**config.mk**
```make
export PLATFORM = sky130hd
export DESIGN_NAME = trdb_top
export DESIGN_NICKNAME = d
export VERILOG_FILES = /design/src/hw/trdb_instr_pkg.sv /design/src/hw/trdb_pkg.sv /design/src/hw/trdb_branch_map.sv /design/src/hw/trdb_packet_emitter.sv /design/src/hw/trdb_priority.sv /design/src/hw/trdb_top.sv /design/src/hw/trdb_window.sv
export VERILOG_INCLUDE_DIRS = /design/src /design/src/hw
export SDC_FILE = /design/constraint.sdc
export NUM_CORES = 1
export LEC_CHECK = 0
export BUFFER_PORTS_ARGS = -buffer_cell sky130_fd_sc_hd__buf_2
export CORE_MARGIN = 5
export CORE_UTILIZATION = 56
export CTS_CLUSTER_SIZE = 20
export DETAILED_ROUTE_END_ITERATION = 8
export HOLD_SLACK_MARGIN = 0.15
export PLACE_DENSITY = 0.88
export SYNTH_ARGS = -nofsm -noshare
export SYNTH_HDL_FRONTEND = slang
export SYNTH_SLANG_ARGS = --single-unit
```
**constraint.sdc**
```tcl
create_clock -name clk_i -period 5.52 [get_ports clk_i]
set_input_delay 0.552 -clock clk_i [delete_from_list [all_inputs] [get_ports clk_i]]
set_output_delay 0.552 -clock clk_i [all_outputs]
set_load 0.01 [all_outputs]
```
**src/hw/trdb_macros.svh**
```systemverilog
// trace encoder widths and limits
`ifndef TRDB_MACROS_SVH
`define TRDB_MACROS_SVH

// address and trap value width
`define TRDB_XLEN 32
// branch map capacity in branches
`define TRDB_BMAP_MAX 31
// width of the branch count field
`define TRDB_BCNT_W $clog2(`TRDB_BMAP_MAX + 1)
// qualified retirements between forced sync packets
`define TRDB_RESYNC_MAX 64
`define TRDB_CAUSE_W 5
`define TRDB_CTX_W 4
// payload word shared by sync and branch layouts
`define TRDB_PAYLOAD_W 102

`endif

```
**src/hw/trdb_instr_pkg.sv**
```systemverilog
// retirement side types
`default_nettype none

`include "trdb_macros.svh"

package trdb_instr_pkg;

    // one retired instruction as seen by the encoder
    typedef struct packed {
        logic                     valid;
        logic                     qualified;
        logic [`TRDB_XLEN-1:0]    iaddr;
        logic                     is_branch;
        logic                     taken;
        logic                     exception;
        logic [`TRDB_CAUSE_W-1:0] cause;
        logic [`TRDB_XLEN-1:0]    tval;
        logic [1:0]               priv;
        // software context id
        logic [`TRDB_CTX_W-1:0]   ctx;
        // uninferable pc discontinuity
        logic                     updiscon;
    } trdb_retire_s;

    // per-stage change flags for the priority block
    typedef struct packed {
        logic lc_exception;
        logic lc_updiscon;
        logic tc_qualified;
        logic tc_is_branch;
        logic tc_exception;
        logic tc_first_qualified;
        logic tc_privchange;
        logic tc_context_change;
        // resync timer expired
        logic tc_resync;
        logic nc_exception;
        logic nc_privchange;
        logic nc_qualified;
    } trdb_flags_s;

endpackage

`default_nettype wire

```
**src/hw/trdb_pkg.sv**
```systemverilog
// packet side types
`default_nettype none

`include "trdb_macros.svh"

package trdb_pkg;

    // packet format where f3 carries a subformat
    typedef enum logic [1:0] {
        F0 = 2'd0,
        F1 = 2'd1,
        F2 = 2'd2,
        F3 = 2'd3
    } trdb_format_e;

    typedef enum logic [1:0] {
        SF_SYNC = 2'd0,
        SF_EXC  = 2'd1,
        SF_CTX  = 2'd2
    } trdb_subformat_e;

    // f3 layout with the address in the low bits like the branch layout
    typedef struct packed {
        logic [`TRDB_PAYLOAD_W-2-`TRDB_CTX_W-1-`TRDB_CAUSE_W-2*`TRDB_XLEN-1:0] pad;
        logic [1:0]                                      priv;
        logic [`TRDB_CTX_W-1:0]                          ctx;
        // set when address is the trap handler
        logic                                            thaddr;
        logic [`TRDB_CAUSE_W-1:0]                        cause;
        logic [`TRDB_XLEN-1:0]                           tval;
        logic [`TRDB_XLEN-1:0]                           address;
    } trdb_sync_s;

    // f0, f1 and f2 layout
    typedef struct packed {
        logic [`TRDB_BCNT_W-1:0]                         branches;
        logic [`TRDB_BMAP_MAX-1:0]                       branch_map;
        logic [`TRDB_PAYLOAD_W-`TRDB_BCNT_W-`TRDB_BMAP_MAX-`TRDB_XLEN-1:0] pad;
        logic [`TRDB_XLEN-1:0]                           address;
    } trdb_branch_s;

    // one payload word, decoded by format
    typedef union packed {
        trdb_sync_s   sync;
        trdb_branch_s branch;
    } trdb_payload_u;

    typedef struct packed {
        trdb_format_e    format;
        trdb_subformat_e subformat;
        trdb_payload_u   payload;
    } trdb_packet_s;

endpackage

`default_nettype wire

```
**src/hw/trdb_branch_map.sv**
```systemverilog
// branch map of the current run
`timescale 1ns/1ps
`default_nettype none

`include "trdb_macros.svh"

module trdb_branch_map (
    input  wire logic                      clk_i,
    input  wire logic                      reset_i,
    input  wire logic                      branch_i,
    input  wire logic                      taken_i,
    input  wire logic                      flush_i,
    output logic [`TRDB_BCNT_W-1:0]        count_o,
    output logic [`TRDB_BMAP_MAX-1:0]      map_o,
    output logic                           empty_o,
    output logic                           full_o
);

    localparam logic [`TRDB_BCNT_W-1:0] BMAP_MAX = `TRDB_BCNT_W'(`TRDB_BMAP_MAX);

    logic [`TRDB_BCNT_W-1:0]   count_q;
    logic [`TRDB_BMAP_MAX-1:0] map_q;
    // run start after an optional flush
    logic [`TRDB_BCNT_W-1:0]   base_count;
    logic [`TRDB_BMAP_MAX-1:0] base_map;
    logic [`TRDB_BCNT_W-1:0]   count_d;
    logic [`TRDB_BMAP_MAX-1:0] map_d;

    // packet has already sampled the old run when flush is high
    assign base_count = flush_i ? '0 : count_q;
    assign base_map   = flush_i ? '0 : map_q;

    always_comb begin
        count_d = base_count;
        map_d   = base_map;
        if (branch_i) begin
            // tc branch opens the new run after a flush
            map_d   = base_map | (`TRDB_BMAP_MAX'(taken_i) << base_count);
            count_d = base_count + 1'b1;
        end
    end

    always_ff @(posedge clk_i) begin
        if (reset_i) begin
            count_q <= '0;
        end else begin
            count_q <= count_d;
        end
    end

    always_ff @(posedge clk_i) begin
        if (reset_i) begin
            map_q <= '0;
        end else begin
            map_q <= map_d;
        end
    end

    assign count_o = count_q;
    assign map_o   = map_q;
    assign empty_o = (count_q == '0);
    assign full_o  = (count_q == BMAP_MAX);

    // relies on priority flushing a full map before the next branch
    a_count_bound: assert property (@(posedge clk_i) disable iff (reset_i)
        branch_i && !flush_i |-> count_q < BMAP_MAX);

endmodule

`default_nettype wire

```
**src/hw/trdb_packet_emitter.sv**
```systemverilog
// packet assembly and output register
`timescale 1ns/1ps
`default_nettype none

`include "trdb_macros.svh"

module trdb_packet_emitter (
    input  wire logic                      clk_i,
    input  wire logic                      reset_i,
    input  wire logic                      emit_i,
    input  trdb_pkg::trdb_format_e         format_i,
    input  trdb_pkg::trdb_subformat_e      subformat_i,
    input  wire logic                      thaddr_i,
    input  trdb_instr_pkg::trdb_retire_s   tc_rec_i,
    input  trdb_instr_pkg::trdb_retire_s   lc_rec_i,
    input  wire logic [`TRDB_BCNT_W-1:0]   bmap_count_i,
    input  wire logic [`TRDB_BMAP_MAX-1:0] bmap_map_i,
    output logic                           packet_valid_o,
    output trdb_pkg::trdb_packet_s         packet_o
);

    import trdb_pkg::*;

    trdb_payload_u payload;
    trdb_packet_s  packet_d;
    logic          packet_valid_q;
    trdb_packet_s  packet_q;

    always_comb begin
        payload = '0;
        if (format_i == F3) begin
            payload.sync.priv    = tc_rec_i.priv;
            payload.sync.ctx     = tc_rec_i.ctx;
            payload.sync.address = tc_rec_i.iaddr;
            if (subformat_i == SF_EXC) begin
                payload.sync.thaddr = thaddr_i;
                // thaddr set means lc took the trap
                payload.sync.cause  = thaddr_i ? lc_rec_i.cause : tc_rec_i.cause;
                payload.sync.tval   = thaddr_i ? lc_rec_i.tval : tc_rec_i.tval;
            end
        end else begin
            payload.branch.branches   = bmap_count_i;
            payload.branch.branch_map = bmap_map_i;
            // f0 carries no address
            if (format_i != F0) begin
                payload.branch.address = tc_rec_i.iaddr;
            end
        end
    end

    always_comb begin
        packet_d.format    = format_i;
        packet_d.subformat = subformat_i;
        packet_d.payload   = payload;
    end

    always_ff @(posedge clk_i) begin
        if (reset_i) begin
            packet_valid_q <= 1'b0;
        end else begin
            packet_valid_q <= emit_i;
        end
    end

    // hold the last packet between emits
    always_ff @(posedge clk_i) begin
        if (emit_i) begin
            packet_q <= packet_d;
        end
    end

    assign packet_valid_o = packet_valid_q;
    assign packet_o       = packet_q;

    // f0 is only chosen with a full map
    a_f0_full: assert property (@(posedge clk_i) disable iff (reset_i)
        emit_i && (format_i == F0) |-> bmap_count_i == `TRDB_BCNT_W'(`TRDB_BMAP_MAX));

endmodule

`default_nettype wire

```
**src/hw/trdb_priority.sv**
```systemverilog
// packet format selection
`timescale 1ns/1ps
`default_nettype none

module trdb_priority (
    input  trdb_instr_pkg::trdb_flags_s  flags_i,
    input  wire logic                    bmap_empty_i,
    input  wire logic                    bmap_full_i,
    output logic                         emit_o,
    output trdb_pkg::trdb_format_e       format_o,
    output trdb_pkg::trdb_subformat_e    subformat_o,
    output logic                         thaddr_o,
    output logic                         flush_o
);

    import trdb_pkg::*;

    // exception or priv change on the next instruction
    logic nc_event;
    // first trace, priv change or timer expiry
    logic sync_event;

    assign nc_event   = flags_i.nc_qualified &
                        (flags_i.nc_exception | flags_i.nc_privchange);
    assign sync_event = flags_i.tc_first_qualified |
                        flags_i.tc_privchange |
                        flags_i.tc_resync;

    // first matching rule wins
    always_comb begin
        emit_o      = 1'b0;
        format_o    = F0;
        subformat_o = SF_SYNC;
        thaddr_o    = 1'b0;
        flush_o     = 1'b0;

        // nothing is traced for unqualified tc
        if (flags_i.tc_qualified) begin
            if (flags_i.lc_exception) begin
                // tc is the first handler instruction
                emit_o      = 1'b1;
                format_o    = F3;
                subformat_o = SF_EXC;
                thaddr_o    = 1'b1;
                flush_o     = 1'b1;
            end else if (sync_event) begin
                emit_o      = 1'b1;
                format_o    = F3;
                subformat_o = SF_SYNC;
                flush_o     = 1'b1;
            end else if (flags_i.lc_updiscon && flags_i.tc_exception) begin
                // jump target itself traps
                emit_o      = 1'b1;
                format_o    = F3;
                subformat_o = SF_EXC;
                thaddr_o    = 1'b0;
                flush_o     = 1'b1;
            end else if (flags_i.lc_updiscon || nc_event) begin
                // address packet with any branches riding along
                emit_o      = 1'b1;
                format_o    = bmap_empty_i ? F2 : F1;
                flush_o     = 1'b1;
            end else if (bmap_full_i) begin
                // map only without an address
                emit_o      = 1'b1;
                format_o    = F0;
                flush_o     = 1'b1;
            end else if (flags_i.tc_context_change) begin
                // context only so the branch run continues
                emit_o      = 1'b1;
                format_o    = F3;
                subformat_o = SF_CTX;
            end
        end
    end

endmodule

`default_nettype wire

```
**src/hw/trdb_top.sv**
```systemverilog
// trace encoder top
`timescale 1ns/1ps
`default_nettype none

`include "trdb_macros.svh"

module trdb_top (
    input  wire logic                     clk_i,
    input  wire logic                     reset_i,
    input  trdb_instr_pkg::trdb_retire_s  retire_i,
    output logic                          packet_valid_o,
    output trdb_pkg::trdb_packet_s        packet_o
);

    import trdb_instr_pkg::*;
    import trdb_pkg::*;

    trdb_flags_s               flags;
    trdb_retire_s              tc_rec;
    trdb_retire_s              lc_rec;
    logic                      branch;
    logic                      taken;
    logic [`TRDB_BCNT_W-1:0]   bmap_count;
    logic [`TRDB_BMAP_MAX-1:0] bmap_map;
    logic                      bmap_empty;
    logic                      bmap_full;
    logic                      emit;
    trdb_format_e              format;
    trdb_subformat_e           subformat;
    logic                      thaddr;
    logic                      flush;

    trdb_window u_window (
        .clk_i    (clk_i),
        .reset_i  (reset_i),
        .retire_i (retire_i),
        .flags_o  (flags),
        .tc_rec_o (tc_rec),
        .lc_rec_o (lc_rec),
        .branch_o (branch),
        .taken_o  (taken)
    );

    trdb_branch_map u_branch_map (
        .clk_i   (clk_i),
        .reset_i (reset_i),
        .branch_i(branch),
        .taken_i (taken),
        .flush_i (flush),
        .count_o (bmap_count),
        .map_o   (bmap_map),
        .empty_o (bmap_empty),
        .full_o  (bmap_full)
    );

    trdb_priority u_priority (
        .flags_i     (flags),
        .bmap_empty_i(bmap_empty),
        .bmap_full_i (bmap_full),
        .emit_o      (emit),
        .format_o    (format),
        .subformat_o (subformat),
        .thaddr_o    (thaddr),
        .flush_o     (flush)
    );

    trdb_packet_emitter u_emitter (
        .clk_i         (clk_i),
        .reset_i       (reset_i),
        .emit_i        (emit),
        .format_i      (format),
        .subformat_i   (subformat),
        .thaddr_i      (thaddr),
        .tc_rec_i      (tc_rec),
        .lc_rec_i      (lc_rec),
        .bmap_count_i  (bmap_count),
        .bmap_map_i    (bmap_map),
        .packet_valid_o(packet_valid_o),
        .packet_o      (packet_o)
    );

    // a flush rides on a packet and leaves at most the tc branch
    a_flush_emit: assert property (@(posedge clk_i) disable iff (reset_i)
        flush |-> emit ##1 (bmap_count <= `TRDB_BCNT_W'(1)));

endmodule

`default_nettype wire

```
**src/hw/trdb_window.sv**
```systemverilog
// retirement window and change flags
`timescale 1ns/1ps
`default_nettype none

`include "trdb_macros.svh"

module trdb_window (
    input  wire logic                       clk_i,
    input  wire logic                       reset_i,
    input  trdb_instr_pkg::trdb_retire_s    retire_i,
    output trdb_instr_pkg::trdb_flags_s     flags_o,
    output trdb_instr_pkg::trdb_retire_s    tc_rec_o,
    output trdb_instr_pkg::trdb_retire_s    lc_rec_o,
    output logic                            branch_o,
    output logic                            taken_o
);

    import trdb_instr_pkg::*;

    localparam int RESYNC_W = $clog2(`TRDB_RESYNC_MAX + 1);

    trdb_retire_s in_d;
    // sample stage followed by next, this and last cycle
    trdb_retire_s in_q;
    trdb_retire_s nc_q;
    trdb_retire_s tc_q;
    trdb_retire_s lc_q;
    trdb_flags_s  flags;

    // any qualified retirement seen since reset
    logic                   seen_q;
    // priv and context of the last qualified record
    logic [1:0]             last_priv_q;
    logic [`TRDB_CTX_W-1:0] last_ctx_q;
    logic [RESYNC_W-1:0]    resync_cnt_q;

    // reference for nc comparisons where a qualified tc wins
    logic                   ref_valid;
    logic [1:0]             ref_priv;

    // empty cycles shift in an all-zero record
    always_comb begin
        in_d = retire_i;
        if (!retire_i.valid) begin
            in_d = '0;
        end
    end

    always_ff @(posedge clk_i) begin
        if (reset_i) begin
            in_q <= '0;
            nc_q <= '0;
            tc_q <= '0;
            lc_q <= '0;
        end else begin
            in_q <= in_d;
            nc_q <= in_q;
            tc_q <= nc_q;
            lc_q <= tc_q;
        end
    end

    // history of the last qualified retirement
    always_ff @(posedge clk_i) begin
        if (reset_i) begin
            seen_q <= 1'b0;
        end else if (tc_q.qualified) begin
            seen_q <= 1'b1;
        end
    end

    always_ff @(posedge clk_i) begin
        if (tc_q.qualified) begin
            last_priv_q <= tc_q.priv;
            last_ctx_q  <= tc_q.ctx;
        end
    end

    // counts qualified tc retirements and wraps on resync
    always_ff @(posedge clk_i) begin
        if (reset_i) begin
            resync_cnt_q <= '0;
        end else if (flags.tc_resync) begin
            resync_cnt_q <= '0;
        end else if (tc_q.qualified) begin
            resync_cnt_q <= resync_cnt_q + 1'b1;
        end
    end

    assign ref_valid = tc_q.qualified | seen_q;
    assign ref_priv  = tc_q.qualified ? tc_q.priv : last_priv_q;

    always_comb begin
        flags = '0;
        flags.lc_exception       = lc_q.qualified & lc_q.exception;
        flags.lc_updiscon        = lc_q.qualified & lc_q.updiscon;
        flags.tc_qualified       = tc_q.qualified;
        flags.tc_is_branch       = tc_q.qualified & tc_q.is_branch;
        flags.tc_exception       = tc_q.qualified & tc_q.exception;
        flags.tc_first_qualified = tc_q.qualified & ~seen_q;
        // changes only count once something qualified was traced
        flags.tc_privchange      = tc_q.qualified & seen_q & (tc_q.priv != last_priv_q);
        flags.tc_context_change  = tc_q.qualified & seen_q & (tc_q.ctx != last_ctx_q);
        flags.tc_resync          = tc_q.qualified &
                                   (resync_cnt_q == RESYNC_W'(`TRDB_RESYNC_MAX - 1));
        // nc flags stay raw since priority gates them with nc_qualified
        flags.nc_exception       = nc_q.exception;
        flags.nc_privchange      = ref_valid & (nc_q.priv != ref_priv);
        flags.nc_qualified       = nc_q.qualified;
    end

    assign flags_o  = flags;
    assign tc_rec_o = tc_q;
    assign lc_rec_o = lc_q;
    // only qualified branches reach the map
    assign branch_o = flags.tc_is_branch;
    assign taken_o  = tc_q.taken;

    // nothing was counted before the first qualified retirement
    a_first_qual: assert property (@(posedge clk_i) disable iff (reset_i)
        flags.tc_first_qualified |-> flags.tc_qualified && resync_cnt_q == '0);

endmodule

`default_nettype wire

```
==> summary.md, run 1 <==
| Metric | Value |
|---|---|
| Critical Path Source Type | `flop` |
| Routed WL per cell | `14.6 um` |
| Async set or reset register ratio after synthesis | `0` |
| Initial antenna violation count | `0` |
| Hpwl dp | `15.8 mm` |
| RSZ-0062 raised after global routing | `no` |
| Synth warnings | `0` |
| Fin. Hold Viols | `0` |
| Worst-Skew Late Latency | `0.52 ns` |
| Slew HR | `0.293` |
| H-tree level count | `2` |
| Status | `finished clean` |
| WL final | `24.7 mm` |
| Busiest grt layer | `met2` |
| GR Layer Usage met3 | `0.0545` |
| Met2 Usage GRT | `0.284` |
| Worst min path class | `in2reg` |
| Pwr Density | `385 nW/um^2` |
| Total of max-cap violations | `0` |
| Clk root buf | `clkbuf_16` |
| Final setup vio count | `0` |
| DR iter-0 viols | `447` |
| Leak | `6.30 nW` |
| Starting density of the core | `0.562` |
| Crit-path max FO | `40` |
| Met1 Track Usage GR | `0.220` |
| Inst Count DP | `1613` |
| Largest area contributor in the netlist | `dfxtp_1` |
| Residual DRC | `0` |
| Synthesized area | `14000 sq um` |
| Fin Setup TNS | `0 ns` |
| Die ar. | `28300 sq um` |
| Filler Cell Count | `1817` |
| Fin nets | `1410` |
| Global-route wire length before repair | `40.1 mm` |
| Most common cell in the netlist | `dfxtp_1` |
| IO Port Bufs | `189` |
| Pin count of the biggest net entering global routing | `134` |
| Via/cell ratio | `4.77` |
| Sink Count | `437` |
| RePlAce Congestion | `0.875` |
| Max-slew violations | `0` |
| Number of CTS-inserted buffers | `41` |
| Routed via count | `8071` |
| EDFF count, synth | `110` |
| Cts repair resizes | `0` |
| Maximum vdd drop | `0.266 mV` |
| Seq/Total Area, Yosys | `0.702` |
| Clk_skew | `0.0158 ns` |
| Hold buffers post-CTS | `0` |
| Post-synth top area share | `0.466` |
| Syn avg cell area | `12.2 sq um` |
| Vias in the first global route | `7917` |
| Fin util | `0.669` |
| Worst path arrival time | `3.86 ns` |
| Synth Instances | `1155` |
| CTS tree | `built` |
| Die height | `168 um` |
| Fmax | `270 MHz` |
| Worst slew pin tran | `1.06 ns` |
| Area of the multi-input gates | `3910 sq um` |
| CP Data Required Time | `5.68 ns` |
| Postcts setup bufs | `0` |
| Post-place instance area | `15200 sq um` |
| Setup CP Type | `reg2reg` |
| # rows | `58` |
| Overflow after GRT | `0` |
| CP Capture Type | `flop` |
| Area contributors post-synth | `dfxtp_1, edfxtp_1, nor2b_1` |
| Core area | `25000 sq um` |
| Fraction of layout cells with a size suffix above 1 | `0.215` |
| Post-synth cell types | `57` |
| Synth top cells by count | `dfxtp_1, nor2b_1, and2_1` |
| Worst-path clk slew | `0.06 ns` |
| Sequential Area | `9850 sq um` |
| Area grow syn2layout | `18.9%` |
| ANT nets after route | `0` |
| Finished layout cell area | `16700 sq um` |
| Total track usage | `0.173` |
| Final Non-Filler Cells | `1691` |
| Chip width | `168 um` |
| DRT Pass-1 Iters | `4` |
| I/O pin count | `190` |
| Post-route clock period utilization | `0.671` |
| Synth Register Bits | `437` |
| Synth Flop Type | `dfxtp_1` |
| Syn Nets | `1239` |
| Final Critical Period | `3.71 ns` |
| Clock Tree Buf Depth | `3` |
area by class of cell:
cell class,count,area share
inverters,5,0.00112
well taps,330,0.0247
diodes,2,0.000300
clock buffers,63,0.0821
flip-flops and latches,437,0.590
multi-input cells,647,0.234
repair buffers,194,0.0593
clock inverters,13,0.00787
path summary, 6_finish.rpt:
check / startpoint / end / slack [ns] / cells after the start
max: u_window.flags_o[9]$_SDFF_PP0_ / u_emitter.packet_o[30]$_DFFE_PP_ / 1.81 / 7
max reg2reg: u_window.flags_o[9]$_SDFF_PP0_ / u_emitter.packet_o[30]$_DFFE_PP_ / 1.81 / 7
min reg2reg: u_window.nc_q[15]$_SDFF_PP0_ / u_window.tc_rec_o[15]$_SDFF_PP0_ / 0.43 / 1
min: retire_i[62] / u_window.in_q[62]$_SDFF_PP0_ / 0.23 / 2
kinds of logic after synthesis:
| group | Yosys count | synth area share |
|---|---|---|
| AO/OA/AOI/OAI | 93 | 0.0423 |
| flip-flops | 437 | 0.702 |
| adder cells (fa/ha/maj) | 1 | 0.000891 |
| AND/OR/NAND/NOR | 527 | 0.214 |
| buffers and inverters | 71 | 0.0217 |
| multiplexers | 12 | 0.0101 |
| XOR/XNOR | 14 | 0.00927 |
per-layer routing:
layer,vias up,routed length (um)
li1,4100,-
met1,3683,10300
met2,242,11600
met3,46,2230
met4,0,560
met5,-,0
where the power goes:
part	total, mW	internal (mW)	leakage [nW]	switching, mW
Combinational	0.128	0.0597	2.02	0.0684
Clock	2.95	1.82	0.749	1.14
Sequential	3.34	3.32	3.53	0.0184
worst max-delay path, stage by stage (launching register included):
cell and delay (ns):
dfxtp_1 1.00, inv_1 0.41, o21bai_1 0.26, a221oi_2 0.11, nand3_2 0.23, o21ai_0 0.19, nand2_4 0.59, buf_4 0.52
sequential cells by signal, summed over array words and instances (netlist names):
signal / flops
u_window.tc_rec_o: 78
u_window.seen_q: 1
u_emitter.packet_valid_o: 1
u_window.last_priv_q: 2
u_window.lc_rec_o: 40
u_branch_map.count_o: 5
u_window.last_ctx_q: 4
u_branch_map.map_o: 31
u_window.resync_cnt_q: 7
u_window.taken_o: 1
u_window.nc_q: 78
u_window.in_q: 80
u_emitter.packet_o: 106
u_window.flags_o: 3
cells in the final DEF (no fill, tap or decap), types with 2 or more instances in the layout:
cell / n
dfxtp_1: 327
nor2b_1: 212
buf_2: 188
and2_1: 140
edfxtp_1: 110
nand2_1: 80
a21oi_1: 55
clkbuf_16: 50
nor2_1: 39
nand3_1: 11
nand4_1: 10
o2bb2ai_1: 9
xnor2_1: 8
clkinv_2: 8
nor3_1: 7
nand2b_1: 7
clkbuf_8: 7
clkbuf_1: 6
inv_1: 5
xor2_1: 5
mux2_2: 5
o21ai_0: 5
a22o_1: 5
buf_4: 5
mux2i_1: 4
mux2_4: 3
a31oi_1: 3
diode_2: 2
a22oi_1: 2
nand2_4: 2
nor2_2: 2
and3_1: 2
or2_2: 2
or3_1: 2
bufinv_16: 2
per-stage QoR:
stage / worst slack (ns) / hold slack (ns) / power, mW
2_1_floorplan: 1.17 / 0.414 / 3.49
3_3_place_gp: 2.01 / 0.416 / 3.53
3_5_place_dp: 1.81 / 0.421 / 3.54
4_1_cts: 1.83 / 0.196 / 6.49
5_1_grt: 1.52 / 0.207 / 6.64
6_report: 1.81 / 0.227 / 6.42
No activity file was read; power rests on OpenSTA's default activity.
==> inputs of run 2 (changes only) <==
CORE_UTILIZATION = 51   (was 56)
PLACE_DENSITY = 0.85   (was 0.88)
clock period = 3.2 ns   (was 5.52 ns; I/O delays follow)
==> run 2 against run 1 <==
  * Die area increased by 9.2%
  * Non-clock buffer count is 88 higher
  * Total power up 74%
  * Largest power group unchanged
==> summary.md, run 2 (same netlist as run 1, synthesis figures left out) <==
| Metric | Value |
|---|---|
| Clk root buf | `clkbuf_16` |
| Global-route wire length before repair | `45.0 mm (+12%)` |
| CP Launch Point | `u_window.flags_o[9]$_SDFF_PP0_` |
| R2R Path End | `u_branch_map.map_o[20]$_SDFF_PP0_` |
| Slew HR | `0.449 (+0.156)` |
| Routed via count | `8563 (+6.1%)` |
| CTS tree | `built` |
| Fin util | `0.650 (-0.0189)` |
| Vias in the first global route | `8810 (+11%)` |
| Via/cell ratio | `4.78 (+0.17%)` |
| Number of CTS-inserted buffers | `42 (+2.4%)` |
| CP Data Required Time | `3.66 ns (-2.02 ns)` |
| DR iter-0 viols | `462 (+3.4%)` |
| IO Port Bufs | `189 (unchanged)` |
| # rows | `60 (+3.4%)` |
| Commonest non-fill, non-tap cells in the layout | `dfxtp_1, nor2b_1, buf_2, and2_1, edfxtp_1` |
| WL final | `27.8 mm (+13%)` |
| Sink Count | `437 (unchanged)` |
| Status | `finished clean` |
| Worst slew pin tran | `0.824 ns (-0.232 ns)` |
| Fraction of layout cells with a size suffix above 1 | `0.206 (-0.00851)` |
| Hpwl dp | `16.3 mm (+2.8%)` |
| Starting density of the core | `0.519 (-0.0429)` |
| Worst path arrival time | `3.06 ns (-0.80 ns)` |
| Total power | `11.2 mW (+74%)` |
| Overflow after GRT | `0 (unchanged)` |
| Critical Path Source Type | `flop` |
| Commonest non-fill, non-tap cell in the layout | `dfxtp_1` |
| CP Capture Type | `flop` |
| Total track usage | `0.180 (+0.00707)` |
| CP cell instances | `buf_4, nand3_1, nor3_2, a221oi_2, and3_4, a21oi_4, o21ai_0, o2bb2ai_1` |
| Worst-Skew Late Latency | `0.54 ns (+0.02 ns)` |
| Die ar. | `30900 sq um (+9.2%)` |
| Maximum vdd drop | `0.584 mV (+120%)` |
| Chip width | `176 um (+4.5%)` |
| Min Hold Slack | `0.238 ns (+0.0105 ns)` |
| Pin count of the biggest net entering global routing | `107 (-20%)` |
| Fin nets | `1499 (+6.3%)` |
| Worst-path clk slew | `0.06 ns (about the same)` |
| Routed WL per cell | `15.5 um (+6.4%)` |
| I/O pin count | `190 (unchanged)` |
| Crit-path max cell delay | `0.55 ns (-0.45 ns)` |
| R2R Setup Slk | `0.60 ns (-1.22 ns)` |
| DRT Pass-1 Iters | `5 (+1)` |
| Critical path destination | `u_branch_map.map_o[20]$_SDFF_PP0_` |
| Reg2reg start | `u_window.flags_o[9]$_SDFF_PP0_` |
| Core area | `27000 sq um (+8.3%)` |
| Reg2reg path depth | `8 (+1)` |
| RePlAce Congestion | `0.831 (-5.0%)` |
| Number of flip-flops in the largest register | `106 (unchanged)` |
| Leak | `6.67 nW (+5.9%)` |
| Cts repair resizes | `0 (unchanged)` |
| Fin Setup TNS | `0 ns (unchanged)` |
| Post-route clock period utilization | `0.814 (+0.142)` |
| Initial antenna violation count | `1 (+1)` |
| Die height | `176 um (+4.5%)` |
| RSZ-0062 raised after global routing | `no` |
| H-tree level count | `2 (unchanged)` |
| Worst min path class | `in2reg` |
| Fmax | `384 MHz (+42%)` |
| Final Critical Period | `2.60 ns (-1.10 ns)` |
| Fin. Hold Viols | `0 (unchanged)` |
| ANT nets after route | `0 (unchanged)` |
| Residual DRC | `0 (unchanged)` |
| Total of max-cap violations | `0 (unchanged)` |
| Setup CP Type | `reg2reg` |
| Max-slew violations | `0 (unchanged)` |
| Crit-path max FO | `24 (-40%)` |
| Clk_skew | `0.0250 ns (+0.00928 ns)` |
| Clock Tree Buf Depth | `3 (unchanged)` |
| Final setup vio count | `0 (unchanged)` |
| Area grow syn2layout | `25.1%` |
| Pwr Density | `637 nW/um^2 (+66%)` |
| Crit-path slowest cell | `a21oi_4` |
-- run 2: cell types whose count changed in the layout (fill, tap and decap cells not counted), moves of 2 or more --
cell           before  now
buf_4               5   12
bufinv_16           2    4
clkinv_1            0    2
clkbuf_8            7    9
clkbuf_16          50   45
dlygate4sd3_1       0   80
-- run 2: layout make-up --
class                      instances  area (sq um)
tap                              341           427
multi-input combinational        647          3910
sequential                       437          9850
clock buffer                      60          1270
inverter                           5          18.8
clock inverter                    18           214
timing repair buffer             282          1860
fill                            1995          9470
antenna                            1          2.50
-- run 2: worst min-delay path by stage --
stage                                       startpoint                          endpoint  slack, ns  depth (start not counted)
final                                          reset_i  u_window.tc_rec_o[50]$_SDFF_PP0_       0.24                          2
after global routing                           reset_i  u_window.tc_rec_o[49]$_SDFF_PP0_       0.26                          2
after CTS                                      reset_i      u_window.nc_q[50]$_SDFF_PP0_       0.26                          2
after detailed placement  u_window.in_q[28]$_SDFF_PP0_      u_window.nc_q[28]$_SDFF_PP0_       0.42                          1
after global placement    u_window.nc_q[72]$_SDFF_PP0_  u_window.tc_rec_o[72]$_SDFF_PP0_       0.42                          1
after floorplan           u_window.in_q[79]$_SDFF_PP0_    u_window.flags_o[0]$_SDFF_PP0_       0.41                          1
-- run 2: repair_timing --
action / CTS / global route
hold endpoints to repair: 80 / 0
setup buffers: 0 / 0
hold buffers: 80 / 0
-- run 2: metrics by stage --
step	std cells	instance area (sq um)	setup slack, ns
after CTS	1790	17600	0.613
after detailed placement	1632	15300	0.611
after floorplan	1155	14000	0.363
after global placement	1632	15300	0.718
after global routing	1791	17600	0.379
final	1791	17600	0.596
-- run 2: power by group --
group	internal [mW]	total, mW	switching [mW]
clock network	3.11	5.11	2.01
logic	0.169	0.310	0.141
registers	5.73	5.76	0.0308
-- run 2: critical path, delay by kind of cell (launching register included) --
family	cells	cell delay (ns)
AOI/OAI and AO/OA	4	1.17
and+or+nand+nor	3	0.64
DFF	1	0.40
buffers and inverters	1	0.32
-- run 2: per-layer routing --
layer	vias up	share of wire	global-route usage
met2	280	0.48	0.301
met5	-	0	0
met4	0	0.031	0.0669
met1	3945	0.42	0.226
li1	4275	-	-
met3	63	0.064	0.0463
==> inputs of run 3 (changes only) <==
ABC_AREA = 1   (was not set)
clock period = 2.09 ns   (was 3.2 ns; I/O delays follow)
==> run 3 against run 2 <==
  * Non-clock buffer count rose by 38
  * Cell count rose by 23%
  * Die area increased by 2.9%
  * Synthesized cell count grew 30%
  * Highest routed layer unchanged
==> summary.md, run 3 <==
| Metric | Value |
|---|---|
| Final setup margin | `0.00268 ns (-0.593 ns)` |
| Global-route wire length before repair | `47.8 mm (+6.1%)` |
| Crit-path slowest cell | `dfxtp_4` |
| ANT nets after route | `0 (unchanged)` |
| I/O pin count | `190 (unchanged)` |
| Largest area contributor in the netlist | `dfxtp_1` |
| Critical Path Source Type | `flop` |
| RSZ-0062 raised after global routing | `yes` |
| Chip width | `178 um (+1.5%)` |
| Leak | `8.24 nW (+23%)` |
| Synth warnings | `0 (unchanged)` |
| Status | `finished clean` |
| Residual DRC | `0 (unchanged)` |
| Post-synth cell types | `37 (-35%)` |
| Total power | `16.5 mW (+47%)` |
| Starting density of the core | `0.518 (-0.00125)` |
| EDFF count, synth | `110 (unchanged)` |
| Hpwl dp | `17.7 mm (+8.6%)` |
| WL final | `31.6 mm (+13%)` |
| Reg2reg start | `u_window.flags_o[9]$_SDFF_PP0_` |
| Initial antenna violation count | `1 (unchanged)` |
| CP Data Required Time | `2.57 ns (-1.09 ns)` |
| Seq/Total Area, Yosys | `0.681 (-0.0212)` |
| DRT Pass-1 Iters | `7 (+2)` |
| Crit-path max FO | `12 (-50%)` |
| Worst hold endpoint | `u_window.in_q[49]$_SDFF_PP0_` |
| R2R Setup Slk | `0.003 ns (-0.59 ns)` |
| CP cell instances | `buf_6, nand2_2, inv_1, nand2_1, nand3_2, nor2_2, nand4_1, buf_4, nand2_4, nand4_1, nor2_2, nand3_1, nand2_1` |
| Die height | `178 um (+1.5%)` |
| Worst min path class | `in2reg` |
| Number of CTS-inserted buffers | `41 (-2.4%)` |
| Slew HR | `0.502 (+0.0521)` |
| Total of max-cap violations | `0 (unchanged)` |
| Synth Register Bits | `437 (unchanged)` |
| # rows | `61 (+1.7%)` |
| Overflow after GRT | `0 (unchanged)` |
| Final setup vio count | `0 (unchanged)` |
| IO Port Bufs | `189 (unchanged)` |
| Hold depth | `3 (+1)` |
| CP Capture Type | `flop` |
| Synth top cells by count | `nor2_1, inv_1, dfxtp_1` |
| Worst slew pin tran | `0.748 ns (-0.0765 ns)` |
| Maximum vdd drop | `0.810 mV (+39%)` |
| H-tree level count | `2 (unchanged)` |
| Die ar. | `31800 sq um (+2.9%)` |
| Post-route clock period utilization | `0.999 (+0.185)` |
| Crit path buffers/inverters | `3 (+2)` |
| Post-synth top area share | `0.452 (-0.0141)` |
| Fmax | `479 MHz (+25%)` |
| Delay-heaviest family, CP | `simple AND/OR/NAND/NOR gates` |
| Synth Instances | `1496 (+30%)` |
| Core area | `27900 sq um (+3.4%)` |
| Pwr Density | `886 nW/um^2 (+39%)` |
| Via/cell ratio | `4.53 (-5.3%)` |
| R2R Path End | `u_branch_map.map_o[17]$_SDFF_PP0_` |
| Reg2reg path depth | `13 (+5)` |
| Fraction of layout cells with a size suffix above 1 | `0.206 (-0.000563)` |
| Number of flip-flops in the largest register | `106 (unchanged)` |
| Crit-path max cell delay | `0.39 ns (-0.16 ns)` |
| Clock Tree Buf Depth | `3 (unchanged)` |
| DP Worst Slack | `-0.0393 ns (-0.650 ns)` |
| Vias in the first global route | `9638 (+9.4%)` |
| Setup CP Type | `reg2reg` |
| Most common cell in the netlist | `nor2_1` |
| Syn avg cell area | `9.67 sq um (-20%)` |
| Async set or reset register ratio after synthesis | `0 (unchanged)` |
| Total track usage | `0.187 (+0.00779)` |
| Area contributors post-synth | `dfxtp_1, edfxtp_1, nor2_1` |
| CP Launch Point | `u_window.flags_o[9]$_SDFF_PP0_` |
| Synth Flop Type | `dfxtp_1` |
| Worst path arrival time | `2.57 ns (-0.49 ns)` |
| Syn Nets | `1580 (+28%)` |
| Routed via count | `10000 (+17%)` |
| Worst-Skew Late Latency | `0.54 ns (about the same)` |
| Max-slew violations | `0 (unchanged)` |
| Fin. Hold Viols | `0 (unchanged)` |
| Worst-path clk slew | `0.07 ns (about the same)` |
| Commonest non-fill, non-tap cell in the layout | `nor2_1` |
| RePlAce Congestion | `0.863 (+3.8%)` |
| Area grow syn2layout | `28.5%` |
| Fin util | `0.665 (+0.0158)` |
| Clk_skew | `0.0160 ns (-0.00905 ns)` |
| Filler Cell Count | `2032 (+1.9%)` |
| Worst Hold Launch | `retire_i[80]` |
| CTS tree | `built` |
| Commonest non-fill, non-tap cells in the layout | `nor2_1, inv_1, dfxtp_1, buf_2, nand2_1` |
| Synthesized area | `14500 sq um (+3.1%)` |
| Final Critical Period | `2.09 ns (-0.517 ns)` |
| DR iter-0 viols | `630 (+36%)` |
| Pin count of the biggest net entering global routing | `129 (+21%)` |
| Fin Setup TNS | `0 ns (unchanged)` |
| Routed WL per cell | `14.3 um (-8.1%)` |
| Sink Count | `437 (unchanged)` |
| Clk root buf | `clkbuf_16` |
| Fin nets | `1883 (+26%)` |
==> run 3: cell count changes in the layout (fill, tap and decap cells not counted), moves of 31 or more <==
cell | before | now
a21oi_1 | 55 | 6
and2_1 | 140 | 0
nor2b_1 | 212 | 0
nor2_1 | 39 | 335
a21boi_2 | 0 | 31
inv_1 | 5 | 329
a211oi_1 | 1 | 34
nand2_1 | 80 | 160
==> run 3: kinds of logic after synthesis <==
logic type	Yosys count	synth area share
simple gates	562	0.155
fa+ha+maj	1	0.000864
buf+inv	397	0.109
compound gates	91	0.0495
xor+xnor	8	0.00484
flops	437	0.681
==> run 3: timing repair <==
action | 4_1_cts | 5_1_grt
pin swaps | 1 | 12
hold buffers | 81 | 0
resized for setup | 4 | 50
endpoints found under the setup margin | 33 | 197
setup buffers | 0 | 11
cloned | 0 | 13
hold endpoints to repair | 83 | 0
==> run 3: area by class of cell <==
type / instances / area (sq um) / area share
Sequential cell: 437 / 9860 / 0.530
Multi-Input combinational cell: 664 / 3230 / 0.174
Timing Repair Buffer: 320 / 2460 / 0.132
Inverter: 335 / 1280 / 0.0687
Clock buffer: 59 / 1130 / 0.0610
Tap cell: 378 / 473 / 0.0254
Clock inverter: 17 / 161 / 0.00868
Antenna cell: 1 / 2.50 / 0.000135
==> run 3: metal layers <==
layer,share of wire,vias to the layer above,track usage,routed length [um]
li1,-,5049,-,-
met1,0.41,4552,0.234,12900
met2,0.50,328,0.323,15700
met3,0.059,85,0.0348,1860
met4,0.036,0,0.0736,1130
met5,0,-,0,0
==> run 3: tightest hold or removal path: cells and delay by family <==
kind                   cells  cell delay [ns]
buffers and inverters      1             0.12
AND/OR/NAND/NOR            2             0.39
==> run 3: worst max-delay path by stage <==
stage | to | depth (start not counted)
final | u_branch_map.map_o[17]$_SDFF_PP0_ | 13
after global routing | u_branch_map.map_o[17]$_SDFF_PP0_ | 13
after CTS | u_emitter.packet_o[74]$_DFFE_PP_ | 16
after detailed placement | u_emitter.packet_o[66]$_DFFE_PP_ | 9
after global placement | u_emitter.packet_o[66]$_DFFE_PP_ | 9
after floorplan | u_emitter.packet_o[0]$_DFFE_PP_ | 14
==> run 3: power breakdown <==
group          internal (mW)  switching (mW)  total, mW
combinational          0.249           0.279      0.528
sequential              8.77          0.0449       8.81
clock                   4.06            3.08       7.14
total                   13.1            3.40       16.5
==> run 3: metrics by stage <==
stage / cell area [sq um] / instances / hold slack (ns)
floorplan: 14500 / 1496 / 0.321
global placement: 16000 / 2029 / 0.388
detailed placement: 16000 / 2029 / 0.393
CTS: 18100 / 2186 / 0.198
global route: 18600 / 2211 / 0.233
finish: 18600 / 2211 / 0.215
